`config.mk`:
```
export PLATFORM = sky130hd
export DESIGN_NAME = hbm_stage_fifo
export DESIGN_NICKNAME = d
export VERILOG_FILES = /design/src/hbm_stage_fifo.sv
export VERILOG_INCLUDE_DIRS = /design/src
export SDC_FILE = /design/constraint.sdc
export NUM_CORES = 2
export LEC_CHECK = 0
export BUFFER_PORTS_ARGS = -buffer_cell sky130_fd_sc_hd__buf_2
export CAP_MARGIN = 40
export CORE_AREA = 2 2 448 450
export DETAILED_ROUTE_END_ITERATION = 6
export DIE_AREA = 0 0 450 452
export SKIP_LAST_GASP = 1
export SYNTH_ARGS = -nofsm -noshare
export SYNTH_HDL_FRONTEND = slang
export SYNTH_SLANG_ARGS = --single-unit
```
`constraint.sdc`:
```
create_clock -name aclk -period 6.3 [get_ports aclk]
set_clock_uncertainty 0.1 [all_clocks]
set_input_delay 0.63 -clock aclk [delete_from_list [all_inputs] [get_ports aclk]]
set_output_delay 0.63 -clock aclk [all_outputs]
set_load 0.05 [all_outputs]
```
`src/hbm_wr_consts.svh`:
```
// sizing constants for the HBM write path
// include wherever a width, depth or limit is needed; the package pulls it in too
`ifndef HBM_WR_CONSTS_SVH
`define HBM_WR_CONSTS_SVH

//////////////////////////////////////////////////////////////////////
// AXI widths
//////////////////////////////////////////////////////////////////////

// byte address width of the AXI master
`define HBM_ADDR_W 64
// one beat of write data
`define HBM_DATA_W 512
// bytes per beat, also the address step between updates
`define HBM_BEAT_BYTES 64

//////////////////////////////////////////////////////////////////////
// staging and flow control
//////////////////////////////////////////////////////////////////////

// entries in each staging FIFO
`define HBM_FIFO_DEPTH 32
// occupancy at which stage_full goes high
`define HBM_PROG_FULL 16
// AW transfers allowed in flight without a B response
`define HBM_MAX_OUTSTANDING 32

`endif

```
`src/hbm_stage_fifo.sv`:
```
// synchronous first-word-fall-through FIFO used to stage AW addresses and W beats
// head_data is valid whenever not_empty is high; prog_full warns the producer early
`timescale 1ns/1ps
`include "hbm_wr_consts.svh"

module hbm_stage_fifo #(
  parameter int WIDTH = 64
) (
  input  logic             aclk,
  input  logic             areset,
  input  logic             push,
  input  logic [WIDTH-1:0] push_data,
  input  logic             pop,
  output logic [WIDTH-1:0] head_data,
  output logic             not_empty,
  output logic             prog_full
);

  //////////////////////////////////////////////////////////////////////
  // sizing
  //////////////////////////////////////////////////////////////////////

  localparam int DEPTH = `HBM_FIFO_DEPTH;
  localparam int PTR_W = $clog2(DEPTH);
  // count needs one more state than pointers to tell full from empty
  localparam int CNT_W = $clog2(DEPTH + 1);

  localparam logic [PTR_W-1:0] LAST_SLOT = PTR_W'(DEPTH - 1);
  localparam logic [CNT_W-1:0] FULL_CNT  = CNT_W'(DEPTH);
  localparam logic [CNT_W-1:0] PFULL_CNT = CNT_W'(`HBM_PROG_FULL);

  // storage, payload only
  logic [WIDTH-1:0] mem [DEPTH];

  logic [PTR_W-1:0] wr_ptr;
  logic [PTR_W-1:0] rd_ptr;
  logic [CNT_W-1:0] count;

  logic full;
  logic wr_en;
  logic rd_en;

  //////////////////////////////////////////////////////////////////////
  // qualified strobes
  //////////////////////////////////////////////////////////////////////

  assign full      = (count == FULL_CNT);
  assign not_empty = (count != '0);

  // push into a full FIFO is dropped
  assign wr_en = push && !full;
  // pop of an empty FIFO does nothing
  assign rd_en = pop && not_empty;

  //////////////////////////////////////////////////////////////////////
  // storage write
  //////////////////////////////////////////////////////////////////////

  always_ff @(posedge aclk) begin
    if (wr_en) begin
      mem[wr_ptr] <= push_data;
    end
  end

  // head falls through without a read cycle
  assign head_data = mem[rd_ptr];

  //////////////////////////////////////////////////////////////////////
  // pointers and occupancy
  //////////////////////////////////////////////////////////////////////

  always_ff @(posedge aclk) begin
    if (areset) begin
      wr_ptr <= '0;
      rd_ptr <= '0;
      count  <= '0;
    end else begin
      if (wr_en) begin
        wr_ptr <= (wr_ptr == LAST_SLOT) ? '0 : wr_ptr + 1'b1;
      end
      if (rd_en) begin
        rd_ptr <= (rd_ptr == LAST_SLOT) ? '0 : rd_ptr + 1'b1;
      end
      // simultaneous push and pop leaves the count as is
      case ({wr_en, rd_en})
        2'b10:   count <= count + 1'b1;
        2'b01:   count <= count - 1'b1;
        default: count <= count;
      endcase
    end
  end

  // threshold flag, inclusive
  assign prog_full = (count >= PFULL_CNT);

endmodule

```
==> impl_metrics.json <==
{
  "status": "finished, final reports clean",
  "switching_power_uw": 9070,
  "worstMarginPinSlew_ns": 1.15,
  "overflow": 0,
  "hp-class": "in -> reg",
  "critical_path_class": "reg -> out",
  "fin_cells": 6916,
  "clkPwrFrac": 0.352,
  "postRouteAntennaNets": 0,
  "core_mm2": 0.199,
  "r2r_start": "count[0]$_SDFFE_PP0P_",
  "die_x_um": 450,
  "ys.flop_type": "edfxtp_1",
  "pwr-share-seq": 0.461,
  "p_int_uw": 24500,
  "async_flop_share": 0,
  "hold_start": "areset",
  "r2r-end": "mem[16][1]$_DFFE_PP_",
  "ys_warn_count": 0,
  "whs_path_depth": 2,
  "hold_buffers": 0,
  "start_util": 0.397,
  "combPwrFrac": 0.187,
  "fp.dieH_um": 452,
  "dp_cells": 6542,
  "cts_tree": "done",
  "p_sw_frac": 0.270,
  "clk_path_buf_depth": 3,
  "drv_slew": 0,
  "worstRegToRegCells": 5,
  "synth.distinct_cells": 50,
  "ff2ff_setup_slack_ns": 2.60,
  "synth_edf_count": 2048,
  "rows": 164,
  "grt_pass1_wl_um": 296000,
  "root_buffer": "clkbuf_16",
  "hold_path_end": "count[0]$_SDFFE_PP0P_",
  "gp_congestion": 0.754,
  "finalPower_uw": 33500,
  "ir_drop_mv": 0.330,
  "cts_inserted_buffers": 198,
  "yosys-top-cells-count": "edfxtp_1 (2048), mux2i_1 (514), a22oi_1 (333)",
  "firstDrtPassIters": 7,
  "avgSynthCellArea_um2": 20.6,
  "cts.htree.levels": 4,
  "synth_seq_cells": 2069,
  "clk_pin_slew_ns": 0.06,
  "ctsResizeCount": 0,
  "viasPerCell": 5.74,
  "synth_top_cell_by_area": "edfxtp_1",
  "dr_total_vias": 39711,
  "syn_nets": 3903,
  "start_kind": "flip-flop",
  "cts_sinks": 2069,
  "finalSetupViolCount": 0,
  "wl_um": 208000,
  "setup_tns_ns": 0,
  "ys_seq_area_frac": 0.784,
  "grt_max_degree": 147,
  "drtIter0Drc": 4152,
  "dp_hpwl_um": 112000,
  "yosysMostFrequentCell": "edfxtp_1",
  "drive_gt1_frac": 0.207,
  "slowest_delay_ns": 0.82,
  "numPortBuffers": 133,
  "antenna_found_initial": 24,
  "hold_violations": 0,
  "required_ns": 5.57,
  "critPathMaxFanout": 103,
  "ys_top_cells_by_area": "edfxtp_1 (78%), mux4_2 (7.3%), mux2i_1 (6.5%), a22oi_1 (3.2%), nand3_1 (0.87%)",
  "syn2layout_area_growth_pct": 14.7,
  "slowest_stage": "dfxtp_4",
  "fin_nets": 4164,
  "post-route-period-util": 0.824,
  "period_minus_slack_ns": 5.19,
  "synth_cells": 3825,
  "grt_pass1_vias": 39428,
  "syn_area_mm2": 0.0790,
  "cts_setup_buffers": 0,
  "arrival_ns": 4.46,
  "io_pins": 134,
  "grt_usage": 0.203,
  "relSlewSlack": 0.231,
  "drc": 0,
  "crit_chain": "buf_12 > buf_4 > buf_16 > mux4_2 > a22oi_1 > nand4_1 > buf_2",
  "rsz0062_at_grt": "no",
  "insertion_delay_ns": 0.84,
  "leakage_uw": 0.0275,
  "synth.top_cell.area_share": 0.779,
  "powerDensity_mw_per_mm2": 370,
  "cap_violations": 0,
  "dieArea_mm2": 0.203,
  "nFillCells": 16757,
  "wl_per_cell_um": 30.1,
  "cp-end-kind": "output pin",
  "max_freq_mhz": 193
}
[power by group through the flow]
stage               Sequential, uW  Combinational, uW  Clock (uW)
global placement             15800               6240           0
floorplan                    15700               4680           0
CTS                          15500               6360       12000
finish                       15500               6280       11800
global route                 15500               6660       12500
detailed placement           15800               6350           0
[worst max-delay path by stage]
stage,from,endpoint,slack (ns),depth (start not counted)
global placement,flip-flop,head_data[9],1.78,6
detailed placement,flip-flop,head_data[9],1.97,7
global route,flip-flop,head_data[9],0.95,7
floorplan,wr_ptr[4]$_SDFFE_PP0P_,mem[16][0]$_DFFE_PP_,1.97,3
finish,flip-flop,head_data[9],1.11,7
CTS,flip-flop,head_data[9],1.05,7
[per-layer routing]
metal | wire [um] | vias to the layer above | GRT usage
li1 | - | 16565 | -
met1 | 88500 | 21399 | 0.282
met2 | 102000 | 1424 | 0.334
met3 | 12400 | 305 | 0.0284
met4 | 5270 | 18 | 0.0592
met5 | 104 | - | 0
[cells by family after synthesis]
logic type / Yosys count / share of synthesized area
flops: 2069 / 0.784
mux: 771 / 0.138
compound gates: 436 / 0.0411
simple gates: 308 / 0.0204
buf+inv: 228 / 0.0140
fa+ha+maj: 10 / 0.00158
xor+xnor: 3 / 0.000333
[registers in the layout, summed over array words and instances, names as in the netlist, named ones only]
name / count
count: 6
wr_ptr: 5
mem: 2048
rd_ptr: 5
[critical path: cells and delay by family, from the launching register on]
kind	cells	cell delay [ns]
buf+inv	4	1.52
flops	1	0.82
mux	1	0.34
compound gates	1	0.44
simple gates	1	0.24
[cells in the final DEF, fill, tap and decap left out, types with 6 or more instances in the layout]
cell type	instances
nor2_4	35
inv_1	7
clkbuf_1	37
bufinv_16	21
ha_1	10
a31oi_1	30
buf_2	133
nand4_1	42
a22oi_1	333
a21oi_1	17
buf_12	37
a221oi_1	6
nor2b_1	8
or3_1	8
clkinvlp_4	7
nor2_1	11
a22o_1	33
edfxtp_1	2048
buf_16	15
dfxtp_1	18
clkinv_1	50
nor2b_4	6
buf_4	95
mux2i_1	514
nand2_1	28
o21ai_0	8
nand3_1	137
clkbuf_16	202
clkinv_2	41
mux4_2	256
[cell type report]
type,instances,area (um2),share of cell area
timing repair buffer,281,2550,0.0281
clock inverter,130,1220,0.0135
antenna,5,12.5,0.000138
tap,2656,3320,0.0367
inverter,8,30.0,0.000332
multi-input combinational,1528,16300,0.180
sequential,2069,61900,0.684
clock buffer,239,5190,0.0574
[stage by stage]
step / worst slack, ns / hold slack [ns] / instance area [um2] / utilization
2_1_floorplan: 1.97 / 0.368 / 79000 / -
3_3_place_gp: 1.78 / 0.393 / 83300 / 0.420
3_5_place_dp: 1.97 / 0.394 / 84100 / 0.423
4_1_cts: 1.05 / 0.0811 / 90500 / 0.456
5_1_grt: 0.953 / 0.144 / 90500 / 0.456
6_report: 1.11 / 0.147 / 90500 / 0.456
Power figures use the tool's default switching activity.
