**src/hbm_wr_consts.svh**
```systemverilog
// sizing constants for the HBM write path
// include wherever a width, depth or limit is needed; the package pulls it in too
`ifndef HBM_WR_CONSTS_SVH
`define HBM_WR_CONSTS_SVH

//////////////////////////////////////////////////////////////////////
// AXI widths
//////////////////////////////////////////////////////////////////////

// byte address width of the AXI master
`define HBM_ADDR_W 64
// one beat of write data
`define HBM_DATA_W 512
// bytes per beat, also the address step between updates
`define HBM_BEAT_BYTES 64

//////////////////////////////////////////////////////////////////////
// staging and flow control
//////////////////////////////////////////////////////////////////////

// entries in each staging FIFO
`define HBM_FIFO_DEPTH 32
// occupancy at which stage_full goes high
`define HBM_PROG_FULL 16
// AW transfers allowed in flight without a B response
`define HBM_MAX_OUTSTANDING 32

`endif

```
**src/hbm_wr_pkg.sv**
```systemverilog
// shared types of the HBM write path
// modules import this inside their body, ports use scoped names
`include "hbm_wr_consts.svh"

package hbm_wr_pkg;

  //////////////////////////////////////////////////////////////////////
  // scalar types
  //////////////////////////////////////////////////////////////////////

  // AXI byte address
  typedef logic [`HBM_ADDR_W-1:0] hbm_addr_t;

  // one full write beat
  typedef logic [`HBM_DATA_W-1:0] hbm_data_t;

  //////////////////////////////////////////////////////////////////////
  // channel payloads
  //////////////////////////////////////////////////////////////////////

  // AW payload, single beat so len is always zero
  typedef struct packed {
    hbm_addr_t  address;
    logic [7:0] len;
  } hbm_aw_chan_t;

  // W payload, one strobe bit per data byte
  typedef struct packed {
    hbm_data_t                 data;
    logic [`HBM_DATA_W/8-1:0] strb;
    logic                      last;
  } hbm_w_chan_t;

  //////////////////////////////////////////////////////////////////////
  // FSM states
  //////////////////////////////////////////////////////////////////////

  // ingress is armed by a start pulse
  typedef enum logic {ing_idle, ing_running} hbm_ingress_state_t;

  // AW launcher, one address in flight on the bus at a time
  typedef enum logic {aw_idle, aw_valid} hbm_aw_state_t;

endpackage

```
**src/hbm_update_ingress.sv**
```systemverilog
// accepts producer updates and turns each into an address entry and a data entry
// a start pulse captures the beat-aligned base and arms the path; updates while idle are dropped
`timescale 1ns/1ps
`include "hbm_wr_consts.svh"

module hbm_update_ingress (
  input  logic                  aclk,
  input  logic                  areset,
  input  logic                  start,
  input  hbm_wr_pkg::hbm_addr_t base_addr,
  input  logic                  update_valid,
  input  hbm_wr_pkg::hbm_data_t update_data,
  output logic                  push,
  output hbm_wr_pkg::hbm_addr_t push_addr,
  output hbm_wr_pkg::hbm_data_t push_data
);

  import hbm_wr_pkg::*;

  //////////////////////////////////////////////////////////////////////
  // address arithmetic
  //////////////////////////////////////////////////////////////////////

  // log2 of the per-update address step
  localparam int BEAT_SHIFT = $clog2(`HBM_BEAT_BYTES);
  // index covers every beat of the address space
  localparam int IDX_W      = `HBM_ADDR_W - BEAT_SHIFT;

  // low bits cleared on capture
  localparam hbm_addr_t BEAT_MASK = hbm_addr_t'(`HBM_BEAT_BYTES - 1);

  hbm_ingress_state_t state;

  // aligned base, loaded on start
  hbm_addr_t        base_r;
  // number of updates accepted since the last start
  logic [IDX_W-1:0] upd_idx;

  logic accept;

  //////////////////////////////////////////////////////////////////////
  // run control
  //////////////////////////////////////////////////////////////////////

  // start arms the path on the following edge; only reset disarms it
  always_ff @(posedge aclk) begin
    if (areset) begin
      state <= ing_idle;
    end else if (start) begin
      state <= ing_running;
    end
  end

  always_ff @(posedge aclk) begin
    if (start) begin
      base_r <= base_addr & ~BEAT_MASK;
    end
  end

  //////////////////////////////////////////////////////////////////////
  // update numbering
  //////////////////////////////////////////////////////////////////////

  assign accept = update_valid && (state == ing_running);

  // a start while running restarts numbering at zero,
  // an update on that same edge still goes out under the old base
  always_ff @(posedge aclk) begin
    if (areset) begin
      upd_idx <= '0;
    end else if (start) begin
      upd_idx <= '0;
    end else if (accept) begin
      upd_idx <= upd_idx + 1'b1;
    end
  end

  //////////////////////////////////////////////////////////////////////
  // FIFO entries
  //////////////////////////////////////////////////////////////////////

  // both FIFOs are written on the accepting edge
  assign push      = accept;
  // base + index * beat bytes, done as a shift
  assign push_addr = base_r + {upd_idx, {BEAT_SHIFT{1'b0}}};
  assign push_data = update_data;

endmodule

```
**config.mk**
```make
export PLATFORM = sky130hd
export DESIGN_NAME = hbm_update_ingress
export DESIGN_NICKNAME = d
export VERILOG_FILES = /design/src/hbm_wr_pkg.sv /design/src/hbm_update_ingress.sv
export VERILOG_INCLUDE_DIRS = /design/src
export SDC_FILE = /design/constraint.sdc
export NUM_CORES = 1
export LEC_CHECK = 0
export BUFFER_PORTS_ARGS = -buffer_cell sky130_fd_sc_hd__buf_2
export CAP_MARGIN = 20
export CELL_PAD_IN_SITES_DETAIL_PLACEMENT = 1
export CELL_PAD_IN_SITES_GLOBAL_PLACEMENT = 2
export CORE_AREA = 2 2 450 452
export DETAILED_ROUTE_END_ITERATION = 6
export DIE_AREA = 0 0 452 454
export GPL_TIMING_DRIVEN = 0
export HOLD_SLACK_MARGIN = 0.02
export PLACE_DENSITY_LB_ADDON = 0.3
export SETUP_SLACK_MARGIN = 0.05
export SKIP_LAST_GASP = 1
export SYNTH_ARGS = -nofsm -noshare
export SYNTH_HDL_FRONTEND = slang
export SYNTH_SLANG_ARGS = --single-unit
```
**constraint.sdc**
```tcl
create_clock -name aclk -period 3.5 [get_ports aclk]
set_input_delay 0.7 -clock aclk [delete_from_list [all_inputs] [get_ports aclk]]
set_output_delay 0.7 -clock aclk [all_outputs]
set_load 0.005 [all_outputs]
```
==> flow_summary.json <==
{
  "post_drt_wl_per_cell_um": 21.2,
  "finalSetupTns_ps": -16480,
  "synth_top_cell_by_area": "buf_4",
  "critical_path_class": "flop to primary output",
  "cp.arrival_ps": 3510,
  "power_mw": 5.08,
  "die-area_um2": 205000,
  "clkSlewWorstSetupHoldPaths_ps": 80,
  "dr_total_vias": 12000,
  "critPathLaunchType": "flop",
  "place_congestion": 0.873,
  "finalHoldViolCount": 0,
  "pwr-share-seq_pct": 30.6,
  "cap_violations": 0,
  "yosys-top-cells-area": "buf_4, edfxtp_1, dfxtp_1",
  "cts_max_level": 4,
  "ys_warn_count": 0,
  "grt_pass1_vias": 12200,
  "intPower_mw": 3.51,
  "clock_path_buffers": 2,
  "setup_viol": 37,
  "crit_path_frequent_cell": "buf_6",
  "dr.pass1.iters": 4,
  "min_period_over_period_pct": 120,
  "post-route-min-period_ps": 4210,
  "core_area_um2": 201000,
  "async_flop_share_pct": 0,
  "drive_gt1_share_pct": 67.5,
  "finalMaxSlewViolations": 0,
  "worstHoldPathType": "primary input to flop",
  "synth_top_area_share_pct": 33.3,
  "outcome": "finished with violations",
  "final.setup_skew_ps": 23.0,
  "cts.sinks": 117,
  "place_area_um2": 18200,
  "final_util_pct": 10.3,
  "drc": 0,
  "numCtsBuffers": 17,
  "path_cells": "ha_1, o21ai_0, nor3_4, nand3_2, nand3_4, buf_6, a21oi_4, buf_12, buf_6, buf_6, o211ai_1, nand2_1, o21ai_2, xor2_1, buf_2",
  "antenna_found_initial": 66,
  "violations": "negative setup slack",
  "postCtsHoldBufs": 0,
  "grt_start_max_net_pins": 43,
  "synth-edff-count": 58,
  "via_per_inst": 2.51,
  "portBuffers": 632,
  "synth.distinct_cells": 66,
  "setup_slack_ps": -709,
  "switching_share_pct": 30.9,
  "end_kind": "primary output",
  "ant_nets": 0,
  "pin_count": 1157,
  "p_leak_nw": 9.20,
  "seq_area_frac_synth_pct": 25.0,
  "critPathRequiredTime_ps": 2800,
  "ir_drop_uv": 350,
  "fmax_mhz": 238,
  "yosys_most_used_dff": "dfxtp_1",
  "yosys_register_bits": 117,
  "worst_pin_slew_ps": 946,
  "fin_nets": 2727,
  "p_clk_share_pct": 39.4,
  "netlist_area_um2": 11700,
  "dpl.hpwl_mm": 91.1,
  "start_util_pct": 5.81,
  "cts_root_buf": "clkbuf_16",
  "hold_slack_ps": 376,
  "rsz0062_at_grt": "true",
  "clock_latency_ps": 500,
  "grt.overflow.total": 0,
  "relSlewSlack_pct": 36.9,
  "chipWidth_um": 452,
  "power_frac_comb_pct": 30.0,
  "power_density_nw_per_um2": 246,
  "drt_iter0_markers": 434,
  "synth_cells": 1395,
  "die_h_um": 454,
  "stdcell_area_um2": 20700,
  "track_usage_pct": 9.36,
  "cpPeakStageDelay_ps": 390,
  "final_common_cell": "buf_2",
  "totalWireLength_mm": 102,
  "switchingPower_mw": 1.57,
  "critPathMaxFanout": 5,
  "syn_avg_cell_area_um2": 8.37,
  "synthToLayoutAreaGrowth_pct": 77.1,
  "slowest_stage": "edfxtp_1",
  "grt_pass1_wl_mm": 125,
  "final_cell_mix": "buf_2, buf_4, nor2_1, nand2_1, a21oi_1",
  "cts_tree": "done",
  "rows": 165
}
==> sequential cells by signal, summed over array words and instances, names as in the netlist <==
register,count
state,1
upd_idx,58
base_r,58
==> power groups by stage <==
stage | clock network, mW | logic [mW] | registers [mW]
3_5_place_dp | 0 | 1.44 | 1.59
2_1_floorplan | 0 | 0.685 | 1.54
6_report | 2.00 | 1.52 | 1.56
5_1_grt | 2.17 | 1.64 | 1.57
4_1_cts | 2.16 | 1.55 | 1.56
3_3_place_gp | 0 | 1.44 | 1.59
==> cells by family (layout without fill, tap and decap cells) <==
| logic type | count (synthesis) | count (layout) | synth area share, % |
|---|---|---|---|
| AO/OA/AOI/OAI | 233 | 233 | 12.2 |
| multiplexers | 1 | 1 | 0.0857 |
| buffers and inverters | 580 | 1281 | 35.5 |
| other | 1 | 17 | 0.0321 |
| adder cells (fa/ha/maj) | 59 | 59 | 6.39 |
| AND/OR/NAND/NOR | 308 | 308 | 13.6 |
| XOR/XNOR | 96 | 96 | 7.20 |
| flip-flops | 117 | 117 | 25.0 |
==> critical path: cells and delay by family (launching register included) <==
| family | cells | cell delay [ps] |
|---|---|---|
| AO/OA/AOI/OAI | 4 | 750 |
| XOR/XNOR | 1 | 180 |
| adder cells (fa/ha/maj) | 1 | 350 |
| buffers and inverters | 5 | 650 |
| flip-flops | 1 | 390 |
| AND/OR/NAND/NOR | 4 | 700 |
==> repair_timing <==
action / 4_1_cts / 5_1_grt
gates cloned: 0 / 0
gates resized for setup: 239 / 56
endpoints found under the setup margin: 61 / 53
buffers inserted: 41 / 16
pin swaps: 77 / 52
==> layer usage <==
metal / part of all wire, % / vias to the layer above / routed length (um) / track usage, %
met2: 54 / 578 / 55100 / 17.8
met1: 35 / 5657 / 35100 / 9.29
met4: 3.6 / 22 / 3680 / 3.24
met5: 0.14 / - / 139 / 0
met3: 7.4 / 136 / 7490 / 3.34
li1: - / 5608 / - / -
==> synth_stat cells, drive strengths merged, types with 31 or more instances <==
cell,count
nand4,31
a21o,40
a21oi,91
o21ai,46
dfxtp,59
nand2,71
buf,525
xor2,47
xnor2,49
ha,58
nor2,89
edfxtp,58
==> worst paths after layout <==
path	from	endpoint	slack (ps)	cells past startpoint
min reg2reg	upd_idx[33]	upd_idx[33]	510	2
max reg2reg	upd_idx[1]	upd_idx[56]	600	10
min	base_addr[7]	base_r[7]	380	1
max	base_r[11]	push_addr[59]	-710	15
==> stage by stage <==
step / std cells / setup slack (ps)
final: 4784 / -709
after global routing: 4777 / -1020
after CTS: 4760 / -917
after detailed placement: 4705 / -1810
after global placement: 4704 / -1820
after floorplan: 1400 / 171
==> area by class of cell <==
class | instances | area (um^2)
Buffer | 537 | 3980
Tap cell | 2672 | 3340
Clock inverter | 10 | 153
Antenna cell | 11 | 27.5
Inverter | 25 | 93.8
Fill cell | 23900 | 180000
Sequential cell | 117 | 2940
Timing Repair Buffer | 687 | 3820
Multi-Input combinational cell | 703 | 5860
Clock buffer | 22 | 464
No activity file was read; power rests on OpenSTA's default activity.
