--- config.mk ---
export PLATFORM = sky130hd
export DESIGN_NAME = hbm_write_issuer
export DESIGN_NICKNAME = d
export VERILOG_FILES = /design/src/hbm_wr_pkg.sv /design/src/hbm_write_issuer.sv
export VERILOG_INCLUDE_DIRS = /design/src
export SDC_FILE = /design/constraint.sdc
export NUM_CORES = 1
export LEC_CHECK = 0
export BUFFER_PORTS_ARGS = -buffer_cell sky130_fd_sc_hd__buf_2
export CAP_MARGIN = 20
export CELL_PAD_IN_SITES_DETAIL_PLACEMENT = 0
export CELL_PAD_IN_SITES_GLOBAL_PLACEMENT = 1
export CORE_AREA = 2 2 480 482
export DETAILED_ROUTE_END_ITERATION = 7
export DIE_AREA = 0 0 482 484
export PLACE_DENSITY_LB_ADDON = 0.3
export SLEW_MARGIN = 20
export SYNTH_ARGS = -nofsm -noshare
export SYNTH_HDL_FRONTEND = slang
export SYNTH_SLANG_ARGS = --single-unit
export TNS_END_PERCENT = 10
--- constraint.sdc ---
create_clock -name aclk -period 1.7 [get_ports aclk]
set_input_delay 0.255 -clock aclk [delete_from_list [all_inputs] [get_ports aclk]]
set_output_delay 0.255 -clock aclk [all_outputs]
set_load 0.005 [all_outputs]
--- src/hbm_wr_consts.svh ---
// sizing constants for the HBM write path
// include wherever a width, depth or limit is needed; the package pulls it in too
`ifndef HBM_WR_CONSTS_SVH
`define HBM_WR_CONSTS_SVH

//////////////////////////////////////////////////////////////////////
// AXI widths
//////////////////////////////////////////////////////////////////////

// byte address width of the AXI master
`define HBM_ADDR_W 64
// one beat of write data
`define HBM_DATA_W 512
// bytes per beat, also the address step between updates
`define HBM_BEAT_BYTES 64

//////////////////////////////////////////////////////////////////////
// staging and flow control
//////////////////////////////////////////////////////////////////////

// entries in each staging FIFO
`define HBM_FIFO_DEPTH 32
// occupancy at which stage_full goes high
`define HBM_PROG_FULL 16
// AW transfers allowed in flight without a B response
`define HBM_MAX_OUTSTANDING 32

`endif

--- src/hbm_wr_pkg.sv ---
// shared types of the HBM write path
// modules import this inside their body, ports use scoped names
`include "hbm_wr_consts.svh"

package hbm_wr_pkg;

  //////////////////////////////////////////////////////////////////////
  // scalar types
  //////////////////////////////////////////////////////////////////////

  // AXI byte address
  typedef logic [`HBM_ADDR_W-1:0] hbm_addr_t;

  // one full write beat
  typedef logic [`HBM_DATA_W-1:0] hbm_data_t;

  //////////////////////////////////////////////////////////////////////
  // channel payloads
  //////////////////////////////////////////////////////////////////////

  // AW payload, single beat so len is always zero
  typedef struct packed {
    hbm_addr_t  address;
    logic [7:0] len;
  } hbm_aw_chan_t;

  // W payload, one strobe bit per data byte
  typedef struct packed {
    hbm_data_t                 data;
    logic [`HBM_DATA_W/8-1:0] strb;
    logic                      last;
  } hbm_w_chan_t;

  //////////////////////////////////////////////////////////////////////
  // FSM states
  //////////////////////////////////////////////////////////////////////

  // ingress is armed by a start pulse
  typedef enum logic {ing_idle, ing_running} hbm_ingress_state_t;

  // AW launcher, one address in flight on the bus at a time
  typedef enum logic {aw_idle, aw_valid} hbm_aw_state_t;

endpackage

--- src/hbm_write_issuer.sv ---
// AXI4 write master side of the path; AW, W and B channels run independently
// AW launches from the address FIFO head under a credit limit, W streams the data FIFO head
`timescale 1ns/1ps
`include "hbm_wr_consts.svh"

module hbm_write_issuer (
  input  logic                     aclk,
  input  logic                     areset,
  // staging FIFO heads
  input  hbm_wr_pkg::hbm_addr_t    aw_head,
  input  logic                     aw_not_empty,
  input  hbm_wr_pkg::hbm_data_t    w_head,
  input  logic                     w_not_empty,
  output logic                     aw_pop,
  output logic                     w_pop,
  // AXI AW
  output logic                     awvalid,
  input  logic                     awready,
  output hbm_wr_pkg::hbm_aw_chan_t aw,
  // AXI W
  output logic                     wvalid,
  input  logic                     wready,
  output hbm_wr_pkg::hbm_w_chan_t  w,
  // AXI B
  input  logic                     bvalid,
  output logic                     bready
);

  import hbm_wr_pkg::*;

  //////////////////////////////////////////////////////////////////////
  // credit sizing
  //////////////////////////////////////////////////////////////////////

  localparam int CRED_W = $clog2(`HBM_MAX_OUTSTANDING + 1);

  localparam logic [CRED_W-1:0] CRED_MAX = CRED_W'(`HBM_MAX_OUTSTANDING);

  hbm_aw_state_t aw_state;

  // free slots for AW transfers awaiting B
  logic [CRED_W-1:0] credit;
  logic              credit_zero;

  logic aw_xfer;
  logic w_xfer;
  logic b_xfer;

  //////////////////////////////////////////////////////////////////////
  // AW channel
  //////////////////////////////////////////////////////////////////////

  assign credit_zero = (credit == '0);
  assign aw_xfer     = awvalid && awready;

  // valid goes up the edge after an address is waiting and credit remains,
  // drops on the transfer edge, so at most one AW per two cycles
  always_ff @(posedge aclk) begin
    if (areset) begin
      aw_state <= aw_idle;
    end else begin
      case (aw_state)
        aw_idle: begin
          if (aw_not_empty && !credit_zero) begin
            aw_state <= aw_valid;
          end
        end
        aw_valid: begin
          if (awready) begin
            aw_state <= aw_idle;
          end
        end
        default: aw_state <= aw_idle;
      endcase
    end
  end

  assign awvalid = (aw_state == aw_valid);

  // head stays put until the pop, which keeps the payload stable under valid
  assign aw.address = aw_head;
  assign aw.len     = 8'd0;

  assign aw_pop = aw_xfer;

  //////////////////////////////////////////////////////////////////////
  // W channel
  //////////////////////////////////////////////////////////////////////

  // no register here, valid follows the FIFO directly
  assign wvalid = w_not_empty;
  assign w_xfer = wvalid && wready;

  assign w.data = w_head;
  // full beat, single-beat bursts
  assign w.strb = '1;
  assign w.last = 1'b1;

  assign w_pop = w_xfer;

  //////////////////////////////////////////////////////////////////////
  // B channel and credit
  //////////////////////////////////////////////////////////////////////

  // responses are always taken
  assign bready = 1'b1;
  assign b_xfer = bvalid && bready;

  always_ff @(posedge aclk) begin
    if (areset) begin
      credit <= CRED_MAX;
    end else begin
      case ({aw_xfer, b_xfer})
        2'b10: credit <= credit - 1'b1;
        // a stray B beyond the limit is not counted
        2'b01: begin
          if (credit != CRED_MAX) begin
            credit <= credit + 1'b1;
          end
        end
        default: credit <= credit;
      endcase
    end
  end

endmodule

==> out/metrics.csv, run 1 <==
metric,value,unit
most common cell in the netlist,buf_4,
asr flop ratio synth,0,
Critical Path Source Type,flop,
Max VDD drop,221,uV
Skew-Pair Late Insertion Delay,0.23,ns
Worst Slack Setup Final,-0.00163,ns
H-tree depth,1,
failing checks,setup timing,
Max Buffers Root-to-Sink,2,
sequential area share after synthesis,0.0261,
crit path kind,reg -> reg,
final WL,109,mm
GRT Total Usage,0.0887,
Top Ports,1237,
"Cell Area, Synth",0.00537,mm^2
clock network power share,0.296,
initial core utilization,0.0235,
total power,1.41,mW
"area leader, netlist",buf_4,
wire length per cell,34.4,um
Via-to-Cell Ratio,0.584,
CP arrival,1.86,ns
share of total power in sequential cells,0.210,
CTS tree,built,
Detail Placement HPWL,106,mm
row cnt,176,
static leakage,0.587,nW
die width,482,um
final period utilization,1.00,
post-synthesis cell count,705,
P_sw,506,uW
"Hold-fix buffers, CTS",0,
Final ANT Viol Nets,0,
clock slew at reported path FFs,0.04,ns
switching portion of total power,0.359,
RSZ-0062 raised after global routing,yes,
Min-Delay Path Class,in -> reg,
endpoints failing hold,0,
final estimated routing congestion in global placement,0.698,
GRT overflow,0,
cell area after placement,0.00467,mm^2
crit-path cells,a21bo_4 -> ha_4 -> a211oi_2 -> o21bai_1 -> a21oi_2 -> mux2i_1 -> mux2i_1,
Achievable Freq,0.588,GHz
via count,1852,
Gate power share,0.494,
PwrDens,294,mW/mm^2
diode count,0,
CP required,1.86,ns
Final Setup Violations,1,
number of max-cap violations,0,
post-synth cell types,25,
"most used cell, CP",mux2i_1,
DRC viols,0,
clock skew,0.00276,ns
share of layout cells above drive strength 1,0.231,
Final TNS setup,-0.00163,ns
"slowest stage cell, crit path",dfxtp_2,
Sink Count,7,
Commonest cells post-synth,"651 x buf_4, 9 x nor2_1, 7 x dfxtp_1",
ranking of synthesized cells by area,"buf_4 91%, dfxtp_1 2.6%, ha_1 0.93%",
Layout Nets,736,
clock root buffer,clkbuf_16,
Final Cell Area,0.00478,mm^2
worst slack at placement,-0.163,ns
critical path capture point type,flop,
status,"finished, violations left",
TritonCTS buffer count,3,
IO Port Bufs,10,
"FF+latch count, synth",7,
TritonRoute pass-1 iters,4,
max-slew violations,0,
share of Yosys cell area claimed by the top area cell type,0.909,
initial drt markers,72,
core area,0.229,mm^2
worst-path maximum fanout,5,
first-pass GRT wire length,113,mm
synthesis warning total,0,
area delta synth->final,-11.0,%
mean post-synth cell area,7.62,um^2
vias in the first global route,1779,
"Top FF cell, synth",dfxtp_1,
fillers,27500,
Die Footprint,0.233,mm^2
Post-synth EDFFs,0,
Die Y,484,um
initial antenna violation count,0,
Internal Power,902,uW
largest net degree at the start of global routing,9,
Crit path largest cell delay,0.31,ns
fin crit period,1.70,ns
-- logic make-up after synthesis --
group | synth area share
buffers and inverters | 0.913
and+or+nand+nor | 0.0130
AOI/OAI and AO/OA | 0.0156
DFF | 0.0261
muxes | 0.0114
adders and majority gates | 0.0130
xor gates and xnor gates | 0.00652
other | 0.00140
-- power groups by stage --
stage / Sequential (mW) / Clock (mW) / Combinational, mW
floorplan: 0.287 / 0 / 1.72
global placement: 0.298 / 0 / 0.670
detailed placement: 0.296 / 0 / 0.666
CTS: 0.296 / 0.419 / 0.693
global route: 0.308 / 0.431 / 0.779
finish: 0.295 / 0.416 / 0.696
-- flip-flops by register name, summed over array words and instances, names as in the netlist --
register  flops
awvalid       1
credit        6
-- layout by cell type, fill, tap and decap left out, types with 2 or more instances in the layout --
| cell | count |
|---|---|
| conb_1 | 74 |
| buf_2 | 10 |
| nor2_1 | 9 |
| buf_4 | 9 |
| dfxtp_1 | 6 |
| mux2i_1 | 5 |
| xnor2_1 | 4 |
| ha_4 | 3 |
| clkbuf_16 | 3 |
| nand2_1 | 2 |
| a21o_1 | 2 |
| a211oi_2 | 2 |
| a21oi_2 | 2 |
-- per-stage QoR --
step	hold slack, ns	util	instances
floorplan	0.451	-	777
global placement	0.510	0.0205	3168
detailed placement	0.510	0.0205	3168
CTS	0.334	0.0209	3173
global route	0.348	0.0209	3173
finish	0.329	0.0209	3173
-- area by class of cell --
type,count,area (um^2),share of cell area
tap,3026,3790,0.791
multi-input combinational,116,657,0.137
sequential,7,141,0.0296
timing repair buffer,19,118,0.0246
clock buffer,4,78.8,0.0165
inverter,1,3.75,0.000785
-- final timing paths --
kind | startpoint | end | slack [ns] | depth (start not counted)
max reg2reg | awvalid$_SDFF_PP0_ | credit[5]$_SDFFE_PP1P_ | -0.002 | 7
max | awvalid$_SDFF_PP0_ | credit[5]$_SDFFE_PP1P_ | -0.002 | 7
min | areset | credit[2]$_SDFFE_PP0P_ | 0.33 | 2
min reg2reg | credit[4]$_SDFFE_PP0P_ | credit[4]$_SDFFE_PP0P_ | 0.55 | 2
-- routing by layer --
metal / global-route usage / part of all wire / vias up
met3: 0.205 / 0.50 / 288
met4: 0.0515 / 0.070 / 6
met1: 0.00654 / 0.026 / 404
li1: - / - / 298
met5: 0.00849 / 0.0025 / -
met2: 0.128 / 0.41 / 856
-- worst max-delay path, delay by kind of cell, from the launching register on --
family / cells / cell delay, ns
fa+ha+maj: 1 / 0.23
mux: 2 / 0.42
flops: 1 / 0.31
compound gates: 4 / 0.67
-- what timing repair did --
action / in CTS / in global routing
gates resized for setup: 4 / 2
cloned: 0 / 0
buffers inserted: 1 / 0
pin swaps: 4 / 4
endpoints found under the setup margin: 2 / 4
Power figures use the tool's default switching activity.
==> run 2, diff against run 1 <==
--- a/config.mk
+++ b/config.mk
@@ -13,7 +13,8 @@
 export CORE_AREA = 2 2 480 482
 export DETAILED_ROUTE_END_ITERATION = 7
 export DIE_AREA = 0 0 482 484
-export PLACE_DENSITY_LB_ADDON = 0.3
+export PLACE_DENSITY_LB_ADDON = 0.1
+export SKIP_LAST_GASP = 1
 export SLEW_MARGIN = 20
 export SYNTH_ARGS = -nofsm -noshare
 export SYNTH_HDL_FRONTEND = slang
==> run 2 against run 1 <==
The flow still finishes with violations (setup timing). Hold slack better by 0.019 ns. Largest cell class unchanged. Critical endpoint unchanged. First-iteration DRC count rose to 2.9 times the previous value. Clock skew is essentially flat.
==> out/metrics.csv, run 2 (synthesis results as in run 1) <==
metric,value,unit,change
IO Port Bufs,10,,unchanged
Top reg by flops,credit,,unchanged
hold path startpoint,areset,,unchanged
failing checks,setup timing,,unchanged
Layout Nets,737,,was 736
Register-to-Register Path Depth,7,,unchanged
crit-path cells,a21bo_4 -> ha_4 -> a211oi_4 -> o21bai_1 -> a21oi_2 -> mux2i_1 -> mux2i_1,,was a21bo_4 -> ha_4 -> a211oi_2 -> o21bai_1 -> a21oi_2 -> mux2i_1 -> mux2i_1
first-pass GRT wire length,83.4,mm,was 113 mm
Achievable Freq,0.542,GHz,was 0.588 GHz
crit path kind,reg -> reg,,unchanged
die width,482,um,unchanged
clock slew at reported path FFs,0.04,ns,about the same
CP arrival,2.01,ns,was 1.86 ns
initial antenna violation count,1,,was 0
status,"finished, violations left",,unchanged
Max Buffers Root-to-Sink,2,,unchanged
share of layout cells above drive strength 1,0.223,,was 0.231
Crit path largest cell delay,0.32,ns,was 0.31 ns
worst slack at placement,-0.324,ns,was -0.163 ns
CP required,1.87,ns,was 1.86 ns
initial drt markers,210,,was 72
Largest register FFs,6,,unchanged
"most used cell, CP",mux2i_1,,unchanged
worst hold stages,2,,unchanged
max-slew violations,0,,unchanged
Min-Delay Path Class,in -> reg,,unchanged
most frequent cells in the layout,"74 x conb_1, 10 x buf_2, 9 x nor2_1, 9 x buf_4, 6 x dfxtp_1",,unchanged
final period utilization,1.09,,was 1.00
diode count,0,,unchanged
Worst Slack Setup Final,-0.145,ns,was -0.00163 ns
TritonRoute pass-1 iters,4,,unchanged
clock skew,0.00236,ns,was 0.00276 ns
Max VDD drop,331,uV,was 221 uV
Die Footprint,0.233,mm^2,unchanged
postcts setup bufs,0,,was 1
Detail Placement HPWL,76.7,mm,was 106 mm
CP top delay family,compound AO/OA/AOI/OAI gates,,unchanged
worst r2r src,awvalid$_SDFF_PP0_,,unchanged
row cnt,176,,unchanged
vias in the first global route,1860,,was 1779
TritonCTS buffer count,3,,unchanged
Worst Path Buf+Inv,0,,unchanged
Critical Path Source Type,flop,,unchanged
static leakage,0.600,nW,was 0.587 nW
largest net degree at the start of global routing,9,,unchanged
PwrDens,321,mW/mm^2,was 294 mW/mm^2
worst-path maximum fanout,6,,was 5
number of max-cap violations,0,,unchanged
critical path capture point type,flop,,unchanged
cell area after placement,0.00470,mm^2,was 0.00467 mm^2
clock root buffer,clkbuf_16,,unchanged
H-tree depth,1,,unchanged
DRC viols,0,,unchanged
RSZ-0062 raised after global routing,yes,,unchanged
Top Ports,1237,,unchanged
initial core utilization,0.0235,,unchanged
"slowest stage cell, crit path",dfxtp_2,,unchanged
GRT overflow,0,,unchanged
final estimated routing congestion in global placement,0.631,,was 0.698
Sink Count,7,,unchanged
Util after Layout,0.0210,,was 0.0209
Die Y,484,um,unchanged
core area,0.229,mm^2,unchanged
Final Setup Violations,2,,was 1
reg2reg end,credit[5]$_SDFFE_PP1P_,,unchanged
Fin Hold WS,0.348,ns,was 0.329 ns
wire length per cell,25.3,um,was 34.4 um
Final Cell Area,0.00480,mm^2,was 0.00478 mm^2
Skew-Pair Late Insertion Delay,0.24,ns,was 0.23 ns
CTS tree,built,,unchanged
area delta synth->final,-10.7,%,was -11.0%
Via-to-Cell Ratio,0.571,,was 0.584
total power,1.54,mW,was 1.41 mW
Final ANT Viol Nets,0,,unchanged
via count,1813,,was 1852
"reg-to-reg slack, setup",-0.15,ns,was -0.002 ns
"commonest non-fill, non-tap cell in the layout",conb_1,,unchanged
endpoints failing hold,0,,unchanged
fin crit period,1.85,ns,was 1.70 ns
GRT Total Usage,0.0645,,was 0.0887
final WL,80.2,mm,was 109 mm
Worst Hold End,credit[2]$_SDFFE_PP0P_,,unchanged
==> run 2: changes by cell type in the layout (fill, tap and decap cells not counted), sizes merged <==
cell	before	now
buf	19	20
==> run 2: worst max path at each step <==
| stage | start | endpoint | depth (start not counted) |
|---|---|---|---|
| floorplan | awvalid$_SDFF_PP0_ | credit[5]$_SDFFE_PP1P_ | 7 |
| global placement | bvalid | credit[5]$_SDFFE_PP1P_ | 8 |
| detailed placement | bvalid | credit[5]$_SDFFE_PP1P_ | 8 |
| CTS | awvalid$_SDFF_PP0_ | credit[5]$_SDFFE_PP1P_ | 7 |
| global route | awvalid$_SDFF_PP0_ | credit[5]$_SDFFE_PP1P_ | 7 |
| finish | awvalid$_SDFF_PP0_ | credit[5]$_SDFFE_PP1P_ | 7 |
==> run 2: cell type report <==
type                    instances  area (um^2)
fillers                     27500       224000
well taps                    3026         3790
multi-input cells             116          649
flip-flops and latches          7          141
repair buffers                 20          138
clock buffers                   4         78.8
inverters                       1         3.75
==> run 2: power by group <==
group / switching [mW] / internal (mW)
clock network: 0.113 / 0.315
registers: 0.0780 / 0.221
logic: 0.388 / 0.426
total: 0.578 / 0.962
==> run 2: what timing repair did <==
| item | 4_1_cts | 5_1_grt |
|---|---|---|
| pin swaps | 4 | 3 |
| endpoints found under the hold margin | 0 | 0 |
| hold buffers | 0 | 0 |
| resized for setup | 2 | 2 |
| endpoints found under the setup margin | 2 | 4 |
==> run 2: layer usage <==
layer	wire, um	up-vias	global-route usage
met5	149	-	0.00704
met4	6500	4	0.0441
met3	36400	316	0.136
met2	32200	748	0.0919
met1	4880	450	0.0112
li1	-	295	-
==> run 2: metrics by stage <==
step	setup TNS [ns]	instances
finish	-0.206	3174
global route	-0.435	3174
CTS	-0.321	3174
detailed placement	-0.548	3170
global placement	-0.586	3170
floorplan	0	777
